`config.mk`:
```
export PLATFORM = sky130hd
export DESIGN_NAME = pixel_color_mapper
export DESIGN_NICKNAME = d
export VERILOG_FILES = /design/src/sprite_gfx_settings.svh /design/src/sprite_gfx_pkg.sv /design/src/pixel_color_mapper.sv
export SDC_FILE = /design/constraint.sdc
export NUM_CORES = 1
export LEC_CHECK = 0
export BUFFER_PORTS_ARGS = -buffer_cell sky130_fd_sc_hd__buf_2
export CELL_PAD_IN_SITES_DETAIL_PLACEMENT = 1
export CELL_PAD_IN_SITES_GLOBAL_PLACEMENT = 2
export CORE_MARGIN = 10
export CORE_UTILIZATION = 24
export DETAILED_ROUTE_END_ITERATION = 7
export GPL_TIMING_DRIVEN = 0
export PLACE_DENSITY = 0.88
export SLEW_MARGIN = 20
export SYNTH_ARGS = -nofsm -noshare
export SYNTH_HDL_FRONTEND = slang
export SYNTH_SLANG_ARGS = --single-unit
```
`constraint.sdc`:
```
create_clock -name vclk -period 2.2
set_input_delay 0.11 -clock vclk [all_inputs]
set_output_delay 0.11 -clock vclk [all_outputs]
set_load 0.02 [all_outputs]
```
`src/sprite_gfx_settings.svh`:
```
`ifndef SPRITE_GFX_SETTINGS_SVH
`define SPRITE_GFX_SETTINGS_SVH

// Visible display area in pixels
`define SCREEN_WIDTH 640
`define SCREEN_HEIGHT 400

// One frame buffer entry per visible pixel
`define FB_DEPTH 256000

// Clocks between two engine steps
// Each pixel takes this many clocks
`define PIXEL_TICK_DIV 2

`endif

```
`src/sprite_gfx_pkg.sv`:
```
package sprite_gfx_pkg;

    // Cursor coordinate or draw width
    typedef logic [9:0] coord_t;

    // Linear frame buffer address, x plus y times screen width
    typedef logic [17:0] fb_addr_t;

    // Palette index stored per pixel
    typedef logic [3:0] pixel_t;

    typedef logic [7:0] data_byte_t;
    typedef logic [3:0] palette_offset_t;

    // Pixels still to draw from the current byte
    typedef logic [3:0] pixel_count_t;

    // Bit packing of a sprite data byte
    typedef enum logic [1:0] {
        MODE_1BPP             = 2'b00,
        MODE_1BPP_TRANSPARENT = 2'b01,
        MODE_2BPP             = 2'b10,
        MODE_4BPP             = 2'b11
    } color_mode_t;

    typedef enum logic [1:0] {
        ENG_IDLE,
        ENG_WAIT_BYTE,
        ENG_DRAW,
        ENG_REPORT
    } engine_state_t;

endpackage

```
`src/pixel_color_mapper.sv`:
```
`timescale 1ns/10ps

module pixel_color_mapper (
    input  sprite_gfx_pkg::data_byte_t      byte_value,
    input  sprite_gfx_pkg::pixel_count_t    pixel_index,
    input  sprite_gfx_pkg::color_mode_t     color_mode,
    input  sprite_gfx_pkg::palette_offset_t palette_offset,
    output sprite_gfx_pkg::pixel_t          pixel_value,
    output logic                            transparent
);

    // Byte shifted so the current pixel sits in the top bits
    sprite_gfx_pkg::data_byte_t aligned;

    // Raw field value before the palette offset
    sprite_gfx_pkg::pixel_t field;

    always_comb begin
        aligned     = '0;
        field       = '0;
        transparent = 1'b0;

        case (color_mode)
            sprite_gfx_pkg::MODE_1BPP: begin
                aligned = byte_value << pixel_index;
                field   = {3'b000, aligned[7]};
            end

            sprite_gfx_pkg::MODE_1BPP_TRANSPARENT: begin
                aligned     = byte_value << pixel_index;
                field       = {3'b000, aligned[7]};
                // Zero bits leave the frame buffer untouched
                transparent = ~aligned[7];
            end

            // Two pixels per nibble, index steps by two bits
            sprite_gfx_pkg::MODE_2BPP: begin
                aligned = byte_value << {pixel_index, 1'b0};
                field   = {2'b00, aligned[7:6]};
            end

            sprite_gfx_pkg::MODE_4BPP: begin
                aligned = byte_value << {pixel_index, 2'b00};
                field   = aligned[7:4];
            end

            default: begin
                field = '0;
            end
        endcase
    end

    // Palette offset wraps modulo 16 through the 4-bit sum
    assign pixel_value = field + palette_offset;

endmodule

```
Word level (Yosys, flattened, before mapping):

Index checks and enable logic that the tools add are counted.

* register bits: 0
* input bits: 18
* output and inout bits: 5
* word-level logic and storage cells: 12

* add/subtract/negate cells: 1
* equality and inequality tests: 3
* shift-type cells: 3
* multiplexer cells: 2
* bitwise gates (word level): 1
* reductions and logical operators: 2

Operators by type and width (count)
* one-hot mux 4 bit (3 select lines): 1
* << shifter 8 x 4 -> 8 bit: 1
* << shifter 8 x 5 -> 8 bit: 1
* << shifter 8 x 6 -> 8 bit: 1
* adder 4 bit: 1
* == test 2 bit, second input constant: 2
* == test 2 x 1 -> 1 bit, second input constant: 1
* logical NOT 2 bit: 1
* OR reduction 2 bit: 1
* 2-to-1 mux 1 bit: 1
* NOT 1 bit: 1

Depth between registers and ports, before layout:

* depth in word-level cells: 4
* gate-level depth with buffers: 9
* gate-level depth less buffers: 8

Least setup slack after synthesis:

No wires, ideal clock.

* kind: in2out
* start point: input port pixel_index[0]
* end point: output port pixel_value[2]
* arrival time: 1.917 ns
* data required time: 2.090 ns
* setup slack: 0.173 ns
* stages on the path: 9
* buffers on the path: 1
* cells stage by stage: buf_2 -> mux2i_1 -> nor4b_1 -> nor4_2 -> a31oi_1 -> ha_1 -> inv_1 -> fa_1 -> xnor2_1

* cells in the longest elaborated chain, start to end: 3
* elaborated cells on any way between the ends: 5
* classes of those cells: add/sub (1); shift (3); mux (1)

Ends and longest elaborated chain
* start, declared: RTL line pixel_color_mapper.sv:5 `input sprite_gfx_pkg::pixel_count_t pixel_index,`
* << shifter 8 x 6 -> 8 bit, or another cell as far along: RTL line pixel_color_mapper.sv:43 `aligned = byte_value << {pixel_index, 2'b00};`
* one-hot mux 4 bit (3 select lines) *: RTL line pixel_color_mapper.sv:23 `case (color_mode)`
* adder 4 bit *: RTL line pixel_color_mapper.sv:54 `assign pixel_value = field + palette_offset;`
* end, declared: RTL line pixel_color_mapper.sv:8 `output sprite_gfx_pkg::pixel_t pixel_value,`

Mark *: on every way between the ends. The rest lies on a longest branch, timed or not.

Worst setup path after layout:

* start point: input port pixel_index[1]
* end point: output port pixel_value[3]

The elaborated chain is that of the path after synthesis.

==> Implementation_results.wiki <==
{| class="wikitable"
! Metric !! Value
|-
| Number of max-capacitance violations reported || 0
|-
| Layout Cell Area excl Fill || ~590 µm²
|-
| Kind of cell with the highest combined delay on the critical path || multiplexers
|-
| Total wire length after detailed routing || about 1.4 mm
|-
| Number of clock buffers in the layout || 0
|-
| Highest ir drop seen on vdd || 0.0000734 V
|-
| Final antenna diode count || 0
|-
| Category of the worst setup path launch point || primary input
|-
| Register area share after synthesis || 0%
|-
| Cell-internal power || 64.4 µW
|-
| Dpl ws || -39.4 ps
|-
| Filler instances || roughly 170
|-
| Result of the run || complete, no violations
|-
| Synthesized Nets || 63
|-
| Distinct cell type count after synthesis || 28
|-
| Combinational power share || between 90% and 100%
|-
| Number of max-slew violations in the final report || 0
|-
| Detailed Routing Iterations Pass 1 || 4
|-
| Sequence of cells on the critical path || buf_8, mux4_1, a32oi_2, inv_1, ha_1, a21o_1, a21oi_1, xnor2_1, buf_4
|-
| Warnings, synthesis || 0
|-
| Antenna violations before repair || 0
|-
| Power consumption || 126 µW
|-
| Count of sequential standard cells || 0
|-
| Switch Pwr || just over 60 µW
|-
| Top cell type by total area after synthesis || ha_1
|-
| Critical Path AT || 2000 ps
|-
| Area growth, synth to finish || 66.0%
|-
| Sequential fraction of design power || 0%
|-
| Timing startpoint of the critical path || pixel_index[1]
|-
| Total leakage power || 0.000288 µW
|-
| Die Outline Area || 3430 µm²
|-
| Top Ports || 23
|-
| Die height || between 50 and 60 µm
|-
| Largest driver fanout on the critical path || 5
|-
| Measured slew at the worst slew-check pin || ~350 ps
|-
| Post-detailed-route wirelength per cell || approximately 17 µm
|-
| Final #Nets || 92
|-
| Critical path destination || pixel_value[3]
|-
| Final Hold Fails || 0
|-
| Area of placed instances || 490 µm²
|-
| Vias per std cell || between 5 and 6
|-
| Antenna Violating Nets Remaining || 0
|-
| Period utilization || between 90% and 100%
|-
| Global Route Usage Sum || 7.07%
|-
| Total congestion overflow after global routing || 0
|-
| Per-instance average area after synthesis || just under 9 µm²
|-
| Residual DRC || 0
|-
| Worst slew margin relative to its limit || approximately three quarters
|-
| Stages on the worst setup path || 9
|-
| F_max || around 470 MHz
|-
| First-pass GRT wire length || ~2.1 mm
|-
| Synth area leaders || ha_1 (11%), mux2i_1 (8.4%), mux4_1 (7.4%)
|-
| Critical path capture point type || output pin
|-
| Most instantiated library cell after synthesis || inv_1
|-
| Pwr per Cell Area || 212 nW/µm²
|-
| RSZ-0062 raised after global routing || yes
|-
| Standard cell core area || approximately 1400 µm²
|-
| Number of setup violations in the final report || 0
|-
| DR iter-0 viols || 7
|-
| Share of cells above drive strength 1 || roughly 63%
|-
| Vias in the first global route || around 450
|-
| Flip-flop and latch area || 0 µm²
|-
| Total half-perimeter wirelength after legalization and detailed placement || between 1 and 1.5 mm
|-
| Post-synthesis instance total || 41
|-
| Startpoint-to-endpoint class of the critical path || primary input to output pin
|-
| Commonest cells in the synthesized netlist || inv_1 (4), ha_1 (3), mux2i_1 (3), nand2_1 (3)
|-
| Weighted congestion at the end of routability-driven global placement || just under 0.9
|-
| Buffering stage count on the worst path with inverters included || 3
|-
| Cell type of the slowest stage on the worst timing path || mux4_1
|-
| Starting density of the core || 26.4%
|-
| Die X || approximately 59 µm
|-
| Std cell rows || 13
|-
| Share of total power consumed by net switching || between 40% and 50%
|-
| Cell area after synthesis || 357 µm²
|-
| Post-route setup slack || approximately 95 ps
|-
| Count of hold-fix buffers inserted at cts || 0
|-
| Classification of the worst-slack hold path || primary input to output pin
|-
| Crit path required time || about 2100 ps
|-
| Vias after detailed routing || between 400 and 500
|-
| Clock network fraction of total power || 0%
|-
| Final critical-path required period || roughly 2100 ps
|-
| Maximum number of pins on one net before global-route repair || 11
|-
| Post-Route Setup TNS || 0 ps
|-
| Top-area cell type share of the netlist area || 10.5%
|-
| Largest incremental delay on the critical path || roughly 580 ps
|-
| PortBufs || 23
|}
-- how the worst min path moves through the flow --
stage	start	endpoint	slack, ps	cells past startpoint
floorplan	color_mode[0]	transparent	400	1
global placement	palette_offset[0]	pixel_value[0]	560	3
detailed placement	palette_offset[0]	pixel_value[0]	570	3
CTS	palette_offset[0]	pixel_value[0]	580	3
global route	palette_offset[0]	pixel_value[0]	600	3
finish	palette_offset[0]	pixel_value[0]	590	3
-- logic make-up (layout without fill, tap and decap cells) --
| family | after synthesis | after routing | share of synthesized area [%] |
|---|---|---|---|
| xor gates and xnor gates | 3 | 3 | 7.37 |
| muxes | 7 | 7 | 28.4 |
| adders and majority gates | 4 | 4 | 16.1 |
| AOI/OAI and AO/OA | 8 | 8 | 17.2 |
| buffers and inverters | 5 | 32 | 5.61 |
| and+or+nand+nor | 14 | 14 | 25.3 |
-- power groups by stage --
stage / clock network, µW / registers (µW) / logic, µW
final: 0 / 0 / 126
after global routing: 0 / 0 / 137
after CTS: 0 / 0 / 111
after detailed placement: 0 / 0 / 100
after global placement: 0 / 0 / 97.3
after floorplan: 0 / 0 / 58.7
-- placed cells by master, fill, tap and decap left out, types with 2 or more instances in the layout --
cell | netlist | routed
buf_2 | 1 | 17
buf_4 | 0 | 5
buf_6 | 0 | 4
nand2_1 | 3 | 3
nor3_1 | 2 | 2
mux2_2 | 2 | 2
inv_1 | 4 | 2
inv_2 | 0 | 2
mux2i_1 | 3 | 2
ha_1 | 3 | 2
-- timing repair --
item                                    4_1_cts  5_1_grt
gates resized for setup                      11       10
endpoints found under the setup margin        3        3
pin swaps                                     5        6
cloned                                        0        0
buffers inserted                              0        4
-- metal layers --
layer | GRT usage (%) | share of wire, % | wire, µm
met2 | 12.4 | 49 | 699
met1 | 8.40 | 42 | 602
met5 | 0 | 0 | 0
met3 | 1.93 | 8.0 | 114
met4 | 1.01 | 1.1 | 16
-- layout make-up --
class / instances / area [µm²] / share of cell area (%)
Buffer: 1 / 11.3 / 1.90
Inverter: 4 / 15.0 / 2.54
Multi-Input combinational cell: 36 / 370 / 62.6
Tap cell: 15 / 18.8 / 3.17
Timing Repair Buffer: 27 / 176 / 29.8
-- tightest hold or removal path, stage by stage --
cell and delay [ps]:
buf_2 80, ha_2 140, buf_2 150
-- per-stage QoR --
step | instances | hold WS [ps] | utilization [%]
final | 83 | 592 | 43.8
after global routing | 83 | 603 | 43.8
after CTS | 79 | 580 | 39.1
after detailed placement | 79 | 568 | 36.3
after global placement | 79 | 563 | 36.3
after floorplan | 41 | 403 | -
No activity file was read; power rests on OpenSTA's default activity.
