--- config.mk ---
export PLATFORM = sky130hd
export DESIGN_NAME = sprite_engine
export DESIGN_NICKNAME = d
export VERILOG_FILES = /design/src/sprite_gfx_pkg.sv /design/src/sprite_engine.sv
export VERILOG_INCLUDE_DIRS = /design/src
export SDC_FILE = /design/constraint.sdc
export NUM_CORES = 1
export LEC_CHECK = 0
export BUFFER_PORTS_ARGS = -buffer_cell sky130_fd_sc_hd__buf_2
export CAP_MARGIN = 15
export CORE_AREA = 2 2 101 122
export CTS_BUF_LIST = sky130_fd_sc_hd__clkbuf_8 sky130_fd_sc_hd__clkbuf_16
export DETAILED_ROUTE_END_ITERATION = 10
export DIE_AREA = 0 0 103 124
export PLACE_DENSITY = 0.72
export SETUP_SLACK_MARGIN = 0.3
export SLEW_MARGIN = 20
export SYNTH_ARGS = -nofsm -noshare
export SYNTH_HDL_FRONTEND = slang
export SYNTH_SLANG_ARGS = --single-unit
--- constraint.sdc ---
create_clock -name clock_in -period 3.35 [get_ports clock_in]
set_input_delay 0.1675 -clock clock_in [delete_from_list [all_inputs] [get_ports clock_in]]
set_output_delay 0.1675 -clock clock_in [all_outputs]
set_load 0.05 [all_outputs]
--- src/sprite_gfx_settings.svh ---
`ifndef SPRITE_GFX_SETTINGS_SVH
`define SPRITE_GFX_SETTINGS_SVH

// Visible display area in pixels
`define SCREEN_WIDTH 640
`define SCREEN_HEIGHT 400

// One frame buffer entry per visible pixel
`define FB_DEPTH 256000

// Clocks between two engine steps
// Each pixel takes this many clocks
`define PIXEL_TICK_DIV 2

`endif

--- src/sprite_gfx_pkg.sv ---
package sprite_gfx_pkg;

    // Cursor coordinate or draw width
    typedef logic [9:0] coord_t;

    // Linear frame buffer address, x plus y times screen width
    typedef logic [17:0] fb_addr_t;

    // Palette index stored per pixel
    typedef logic [3:0] pixel_t;

    typedef logic [7:0] data_byte_t;
    typedef logic [3:0] palette_offset_t;

    // Pixels still to draw from the current byte
    typedef logic [3:0] pixel_count_t;

    // Bit packing of a sprite data byte
    typedef enum logic [1:0] {
        MODE_1BPP             = 2'b00,
        MODE_1BPP_TRANSPARENT = 2'b01,
        MODE_2BPP             = 2'b10,
        MODE_4BPP             = 2'b11
    } color_mode_t;

    typedef enum logic [1:0] {
        ENG_IDLE,
        ENG_WAIT_BYTE,
        ENG_DRAW,
        ENG_REPORT
    } engine_state_t;

endpackage

--- src/sprite_engine.sv ---
`timescale 1ns/10ps
`include "sprite_gfx_settings.svh"

module sprite_engine (
    input  logic                            clock_in,
    input  logic                            arst_n,

    input  sprite_gfx_pkg::coord_t          cursor_start_x,
    input  sprite_gfx_pkg::coord_t          cursor_start_y,
    input  sprite_gfx_pkg::coord_t          draw_width,
    input  sprite_gfx_pkg::color_mode_t     color_mode,
    input  sprite_gfx_pkg::palette_offset_t palette_offset,

    input  logic                            draw_enable,
    input  logic                            draw_data_valid,
    input  sprite_gfx_pkg::data_byte_t      draw_data,

    input  sprite_gfx_pkg::pixel_t          pixel_value,
    input  logic                            transparent,

    output sprite_gfx_pkg::data_byte_t      byte_value,
    output sprite_gfx_pkg::pixel_count_t    pixel_index,
    output sprite_gfx_pkg::color_mode_t     byte_mode,
    output sprite_gfx_pkg::palette_offset_t byte_offset,

    output logic                            write_enable,
    output sprite_gfx_pkg::fb_addr_t        write_address,
    output sprite_gfx_pkg::pixel_t          write_data,

    output logic                            cursor_end_valid,
    output sprite_gfx_pkg::coord_t          cursor_end_x,
    output sprite_gfx_pkg::coord_t          cursor_end_y
);

    localparam int unsigned TICK_W = $clog2(`PIXEL_TICK_DIV + 1);
    localparam int unsigned ADDR_W = $bits(sprite_gfx_pkg::fb_addr_t);

    sprite_gfx_pkg::engine_state_t state;

    logic [TICK_W-1:0] tick_count;
    logic              tick;

    logic enable_q;
    logic data_valid_q;
    logic enable_rise;
    logic valid_rise;
    logic start_pending;
    logic byte_pending;

    logic start_now;
    logic accept_byte;
    logic draw_step;
    logic report_step;

    sprite_gfx_pkg::pixel_count_t pixels_left;

    sprite_gfx_pkg::coord_t cursor_x;
    sprite_gfx_pkg::coord_t cursor_y;
    sprite_gfx_pkg::coord_t left_boundary;
    sprite_gfx_pkg::coord_t right_boundary;
    logic                   last_in_row;

    // Two spare bits catch addresses past the 18-bit range
    logic [ADDR_W+1:0] address_wide;

    function automatic sprite_gfx_pkg::pixel_count_t pixels_per_byte(
        input sprite_gfx_pkg::color_mode_t mode
    );
        case (mode)
            sprite_gfx_pkg::MODE_2BPP: return 4'd4;
            sprite_gfx_pkg::MODE_4BPP: return 4'd2;
            default:                   return 4'd8;
        endcase
    endfunction

    assign tick = draw_enable && (tick_count == TICK_W'(`PIXEL_TICK_DIV - 1));

    assign enable_rise = draw_enable & ~enable_q;
    assign valid_rise  = draw_data_valid & ~data_valid_q;

    assign start_now   = tick && (state == sprite_gfx_pkg::ENG_IDLE)
                         && (start_pending || enable_rise);
    assign accept_byte = tick && (state == sprite_gfx_pkg::ENG_WAIT_BYTE)
                         && (byte_pending || valid_rise);
    assign draw_step   = tick && (state == sprite_gfx_pkg::ENG_DRAW);
    assign report_step = tick && (state == sprite_gfx_pkg::ENG_REPORT);

    assign pixel_index = pixels_per_byte(byte_mode) - pixels_left;

    // Row ends once draw_width pixels have been placed
    assign last_in_row = (sprite_gfx_pkg::coord_t'(cursor_x + 1'b1) >= right_boundary);

    assign address_wide = (ADDR_W+2)'(cursor_x)
                          + (ADDR_W+2)'(cursor_y) * (ADDR_W+2)'(`SCREEN_WIDTH);

    always_ff @(posedge clock_in or negedge arst_n) begin
        if (!arst_n) begin
            state            <= sprite_gfx_pkg::ENG_IDLE;
            tick_count       <= '0;
            enable_q         <= 1'b0;
            data_valid_q     <= 1'b0;
            start_pending    <= 1'b0;
            byte_pending     <= 1'b0;
            pixels_left      <= '0;
            write_enable     <= 1'b0;
            cursor_end_valid <= 1'b0;
        end else if (!draw_enable) begin
            // Abort, the next rise starts a fresh sequence
            state            <= sprite_gfx_pkg::ENG_IDLE;
            tick_count       <= '0;
            enable_q         <= 1'b0;
            data_valid_q     <= 1'b0;
            start_pending    <= 1'b0;
            byte_pending     <= 1'b0;
            pixels_left      <= '0;
            write_enable     <= 1'b0;
            cursor_end_valid <= 1'b0;
        end else begin
            write_enable     <= 1'b0;
            cursor_end_valid <= 1'b0;
            enable_q         <= 1'b1;
            data_valid_q     <= draw_data_valid;
            tick_count       <= tick ? '0 : tick_count + 1'b1;

            // Hold edges seen between ticks
            if (enable_rise) begin
                start_pending <= 1'b1;
            end
            if (valid_rise) begin
                byte_pending <= 1'b1;
            end

            if (start_now) begin
                start_pending <= 1'b0;
                state         <= sprite_gfx_pkg::ENG_WAIT_BYTE;
            end

            if (accept_byte) begin
                byte_pending <= 1'b0;
                pixels_left  <= pixels_per_byte(color_mode);
                state        <= sprite_gfx_pkg::ENG_DRAW;
            end

            if (draw_step) begin
                write_enable <= ~transparent;
                pixels_left  <= pixels_left - 1'b1;
                if (pixels_left == 4'd1) begin
                    state <= sprite_gfx_pkg::ENG_REPORT;
                end
            end

            if (report_step) begin
                cursor_end_valid <= 1'b1;
                state            <= sprite_gfx_pkg::ENG_WAIT_BYTE;
            end
        end
    end

    always_ff @(posedge clock_in) begin
        if (start_now) begin
            cursor_x       <= cursor_start_x;
            cursor_y       <= cursor_start_y;
            left_boundary  <= cursor_start_x;
            right_boundary <= cursor_start_x + draw_width;
        end

        if (accept_byte) begin
            byte_value  <= draw_data;
            byte_mode   <= color_mode;
            byte_offset <= palette_offset;
        end

        if (draw_step) begin
            // Out of range addresses saturate so the frame buffer drops them
            if (address_wide[ADDR_W+1 -: 2] != 2'b00) begin
                write_address <= '1;
            end else begin
                write_address <= address_wide[ADDR_W-1:0];
            end
            write_data <= pixel_value;

            if (last_in_row) begin
                cursor_x <= left_boundary;
                cursor_y <= cursor_y + 1'b1;
            end else begin
                cursor_x <= cursor_x + 1'b1;
            end
        end

        // Cursor already points at the next pixel
        if (report_step) begin
            cursor_end_x <= cursor_x;
            cursor_end_y <= cursor_y;
        end
    end

    // A write always comes from a step taken in the draw state
    assert property (@(posedge clock_in) disable iff (!arst_n)
        write_enable |-> $past(state) == sprite_gfx_pkg::ENG_DRAW);

    assert property (@(posedge clock_in) disable iff (!arst_n)
        cursor_end_valid |=> !cursor_end_valid);

    assert property (@(posedge clock_in) disable iff (!arst_n)
        (state != sprite_gfx_pkg::ENG_IDLE) |-> (cursor_x <= right_boundary));

    // Index handed to the mapper stays inside the byte
    assert property (@(posedge clock_in) disable iff (!arst_n)
        (state == sprite_gfx_pkg::ENG_DRAW) |-> (pixel_index < pixels_per_byte(byte_mode)));

endmodule

# Yosys cells after proc, flatten, opt, wreduce, memory -nomap -nowiden
# Index checks and enable logic that the tools add are counted.
[classes] n_eq_ne=12 multipliers=1 muxes=31 n_bitwise=5 reduce_logical=12 add_sub_neg=7 order_cmp=1
[ops] cell="$mux 10" n=6
[ops] cell="$add 10x1->10 const B" n=2
[ops] cell="$add 10x20->20" n=1
[ops] cell="$mux 2" n=8
[ops] cell="$pmux 4 s2" n=2
[ops] cell="$mul 10x3->13 const B" n=1
[ops] cell="$eq 2x2->1 const B" n=6
[ops] cell="$mux 1" n=12
[ops] cell="$mux 4" n=3
[ops] cell="$add 10x10->10" n=1
[ops] cell="$ge 10x10->1" n=1
[ops] cell="$ne 3x1->1 const B" n=3
[ops] cell="$logic_and 1x1->1" n=7
[ops] cell="$eq 2x1->1 const B" n=2
[ops] cell="$eq 4x1->1 const B" n=1
[ops] cell="$reduce_bool 2->1" n=2
[ops] cell="$sub 4x1->4 const B" n=1
[ops] cell="$sub 4x4->4" n=1
[ops] cell="$not 1->1" n=3
[ops] cell="$add 2x1->2 const B" n=1
[ops] cell="$and 1x1->1" n=2
[ops] cell="$logic_not 2->1" n=1
[ops] cell="$logic_or 1x1->1" n=2
[totals] wordCells=89 out_inout_bits=62 reg_bits=110

# Longest topological paths before layout
[logic_depth] ltp_word=10 mapped_depth=15 mapped_depth_nobuf=13

# Worst setup path before layout
# OpenSTA, ideal clock, no wires.
[synth_path] path_type="register -> register" from="reg cursor_y[3]" to="reg write_address[14], data pin" stages_incl_launch_ff=12 required_time_ns=3.205 setup_slack_ns=0.465 period_less_slack_ns=2.885 arrival_time_ns=2.740 cell_sequence="dfxtp_1 ha_1 ha_1 fa_1 a21oi_2 o221ai_1 a2bb2oi_2 nand3_2 nor4b_4 mux2_4 buf_6 o21ai_1"
[synth_between] elab_chain_len=3
[synth_rtl] item="start: declaration" line="sprite_engine.sv:58" text="sprite_gfx_pkg::coord_t cursor_y;"
[synth_rtl] item="start signal: assignment" line="sprite_engine.sv:162" text="cursor_y <= cursor_start_y;"
[synth_rtl] item="start signal: assignment" line="sprite_engine.sv:184" text="cursor_y <= cursor_y + 1'b1;"
[synth_rtl] item="$mul 10x3->13 *" line="sprite_engine.sv:94" text="+ (ADDR_W+2)'(cursor_y) * (ADDR_W+2)'(`SCREEN_WIDTH);"
[synth_rtl] item="$add 10x20->20 *" line="sprite_engine.sv:93" text="assign address_wide = (ADDR_W+2)'(cursor_x)"
[synth_rtl] item="$reduce_bool 2->1" line="sprite_engine.sv:175" text="if (address_wide[ADDR_W+1 -: 2] != 2'b00) begin"
[synth_rtl] item="end signal: assignment" line="sprite_engine.sv:178" text="write_address <= address_wide[ADDR_W-1:0];"
[synth_rtl] item="end: declaration" line="sprite_engine.sv:27" text="output sprite_gfx_pkg::fb_addr_t write_address,"
# Mark *: on every way between the ends. The rest lies on a longest branch, timed or not.
# A chain may end at the register's enable or synchronous reset.

# Worst setup path in the final report
[layout_path] from="reg cursor_x[2]" to="reg cursor_y[2]"
[layout_between] elab_chain_len=4
[layout_rtl] item="start: declaration" line="sprite_engine.sv:57" text="sprite_gfx_pkg::coord_t cursor_x;"
[layout_rtl] item="start signal: assignment" line="sprite_engine.sv:161" text="cursor_x <= cursor_start_x;"
[layout_rtl] item="start signal: assignment" line="sprite_engine.sv:183" text="cursor_x <= left_boundary;"
[layout_rtl] item="start signal: assignment" line="sprite_engine.sv:186" text="cursor_x <= cursor_x + 1'b1;"
[layout_rtl] item="$add 10x1->10" line="sprite_engine.sv:91" text="assign last_in_row = (sprite_gfx_pkg::coord_t'(cursor_x + 1'b1) >= right_boundary);"
[layout_rtl] item="$ge 10x10->1" line="sprite_engine.sv:91"
[layout_rtl] item="$mux 10" line="sprite_engine.sv:182" text="if (last_in_row) begin"
[layout_rtl] item="$mux 10" line="sprite_engine.sv:173" text="if (draw_step) begin"
# Every way passes these cells.

==> results.toml <==
[status]
status = "finished clean"

[die]
die_w_um = 103
core_area_um2 = 11510
io_pins = 115
die_h_um = 124
rows = 43
die_area_um2 = 12770
initial_utilization_pct = 49.34

[clock_tree]
cts-root-buf = "clkbuf_16"
cts_num_sinks = 110
ctsLongestPathBuffers = 2
cts-buffers-inserted = 9
worstSkewPairLatency_ns = 0.34
cts.clk_slew.worst_paths_ns = 0.07
h-tree-depth = 3
cts_tree = "built"

[synthesis]
avgSynthCellArea_um2 = 11.79
synth.yosys.warnings = 0
synth_ff_type = "edfxtp_1"
yosys.cell_types.count = 57
synth_seq_cells = 110
yosysTopAreaCellShare_pct = 45.46
syn-num-nets = 583
syn-instance-count = 482
ys_top_cells_by_area = "edfxtp_1 45%, ha_1 9.7%, dfrtp_1 6.2%"
synth_seq_area_share_pct = 55.15
async_flop_share_pct = 12.73
synth_enable_flop_cells = 86
syn-cell-area_um2 = 5680
synth_largest_area_cell = "edfxtp_1"

[timing]
min_period_over_period_pct = 89.15
hold_viol_final = 0
relSlewSlack_pct = 58.06
final_max_slew_viol_count = 0
fmax_mhz = 334.9
worstMarginPinSlew_ns = 0.6276
tns_ns = 0
finalClockSkew_ns = 0.008334
rsz0062_at_grt = "yes"
post-route-min-period_ns = 2.986
final-setup-viol-count = 0

[pwr]
ir_drop_mv = 0.2930
total_leakage_power_nw = 3.138
cellPowerDensity_nw_per_um2 = 608.7

[worst_setup_path]
cp-start-kind = "register"
ff2ff_setup_slack_ns = 0.36
arrival_ns = 3.21
crit_path_end_kind = "register"
r2r_end = "cursor_y[2]$_DFF_P_"
critPathRequiredTime_ns = 3.57
r2r_cells = 14
reg2reg_from = "cursor_x[2]$_DFFE_PP_"
critical_path_class = "reg2reg"
critPathMaxFanout = 5
crit_start = "cursor_x[2]$_DFFE_PP_"

[cells_and_area]
n_antenna_cell = 0
final_common_cell = "buf_2"
nets = 740
final_layout_size_suffix_gt1_share_pct = 31.37
syn_to_final_growth_pct = 27.42
instances_no_fill = 801
fin_util_pct = 62.87
layout_common_cells = "114 x buf_2, 86 x edfxtp_1, 41 x ha_1"

[detailed_routing]
drtIter0Drc = 158
dr.pass1.iters = 4
wl_um = 12020
drt-wirelength-per-cell_um = 15.01
ant_nets = 0
viasPerCell = 5.262
drc = 0
vias = 4215

[worst_hold_path]
min_path_cells = 1
hp-start = "cursor_start_x[0]"
hold_path.class = "in2reg"
min_to = "left_boundary[0]$_DFFE_PP_"

[placement]
place_hpwl_um = 8465
dp_cells = 751
io_buffers = 114
gp_congestion = 0.8921

[global_routing]
grt_start_max_net_pins = 30
antenna_found_initial = 0
grt_pass1_wl_um = 19170
grt_use_total_pct = 19.10
grt_pass1_vias = 4253
overflow = 0

[run]
max-cap-violations = 0
[metal layers]
| metal | share of wire, % | GRT usage, % | wire length, um | vias to the layer above |
|---|---|---|---|---|
| li1 | - | - | - | 2070 |
| met1 | 42 | 22.97 | 5107 | 2004 |
| met2 | 51 | 33.24 | 6080 | 119 |
| met3 | 5.2 | 4.714 | 626 | 22 |
| met4 | 1.7 | 6.579 | 208 | 0 |
| met5 | 0 | 0 | 0 | - |
[state kept, by name (all words and copies together), names as in the netlist, 8 cells and up]
signal,cells
right_boundary,10
byte_value,8
left_boundary,10
cursor_end_y,10
cursor_x,10
cursor_y,10
write_address,18
cursor_end_x,10
[worst max-delay path: stages, from the launching register on]
cell      delay, ns
edfxtp_1       0.36
and3_4         0.20
and2_4         0.14
and3_4         0.20
nand2_4        0.06
xnor2_2        0.19
ha_1           0.26
a21o_1         0.17
a211o_1        0.28
nor2_1         0.11
o211ai_1       0.22
nand3_2        0.24
buf_6          0.15
mux2i_4        0.21
a211oi_2       0.08
[what timing repair did]
action / in CTS / in global routing
hold buffers: 18 / 0
setup endpoints to repair: 27 / 36
gates resized for setup: 3 / 44
gates cloned: 1 / 1
pin swaps: 4 / 19
hold endpoints to repair: 31 / 0
buffers inserted: 4 / 10
[kinds of logic after synthesis]
logic type,Yosys count,share of synthesized area [%]
xor gates and xnor gates,28,4.317
DFF,110,55.15
and+or+nand+nor,148,13.41
buffers and inverters,46,3.282
AOI/OAI and AO/OA,89,10.33
adders and majority gates,48,11.10
muxes,13,2.401
[cell usage after synthesis (all sizes together) (6+ instances only)]
| cell | instances |
|---|---|
| nor2 | 28 |
| xnor2 | 16 |
| dfrtp | 14 |
| o21ai | 25 |
| nand2b | 13 |
| nor2b | 7 |
| xor2 | 12 |
| nand4 | 8 |
| nor3 | 6 |
| mux2i | 11 |
| inv | 35 |
| and2 | 8 |
| a21o | 10 |
| ha | 44 |
| edfxtp | 86 |
| nand3 | 19 |
| and3 | 11 |
| a211oi | 8 |
| dfxtp | 10 |
| a21oi | 21 |
| clkbuf | 7 |
| nand2 | 38 |
[how the worst max path moves through the flow]
stage / end / slack, ns / cells after the start
6_report: cursor_y[2]$_DFF_P_ / 0.36 / 14
5_1_grt: cursor_y[2]$_DFF_P_ / 0.23 / 14
4_1_cts: cursor_y[7]$_DFF_P_ / 0.30 / 14
3_5_place_dp: cursor_y[7]$_DFF_P_ / 0.14 / 14
3_3_place_gp: cursor_x[8]$_DFFE_PP_ / 0.32 / 13
2_1_floorplan: write_address[14]$_SDFFCE_PP1P_ / 0.46 / 11
[stage by stage]
step                      cell area, um2  total power [W]  hold WS (ns)  setup WS, ns
final                               7238         0.004406       0.03103        0.3636
after global routing                7238         0.004693       0.02319        0.2297
after CTS                           6977         0.004201       0.02423        0.3007
after detailed placement            6462         0.003163       0.07577        0.1391
after global placement              6462         0.003117       0.07279        0.3222
after floorplan                     5680         0.002897       -0.1281        0.4650
[final cells by class]
type	instances	area, um2
fill	928	4275
multi-input combinational	328	2554
timing repair buffer	155	930.9
inverter	35	131.4
clock inverter	6	47.55
sequential	110	3139
clock buffer	10	239.0
tap	157	196.4
[power breakdown]
group | leakage (nW) | internal (W) | switching, W
Sequential | 1.05 | 0.00161 | 0.0000689
Combinational | 1.95 | 0.000755 | 0.000959
Clock | 0.139 | 0.000529 | 0.000482
Power figures use the tool's default switching activity.
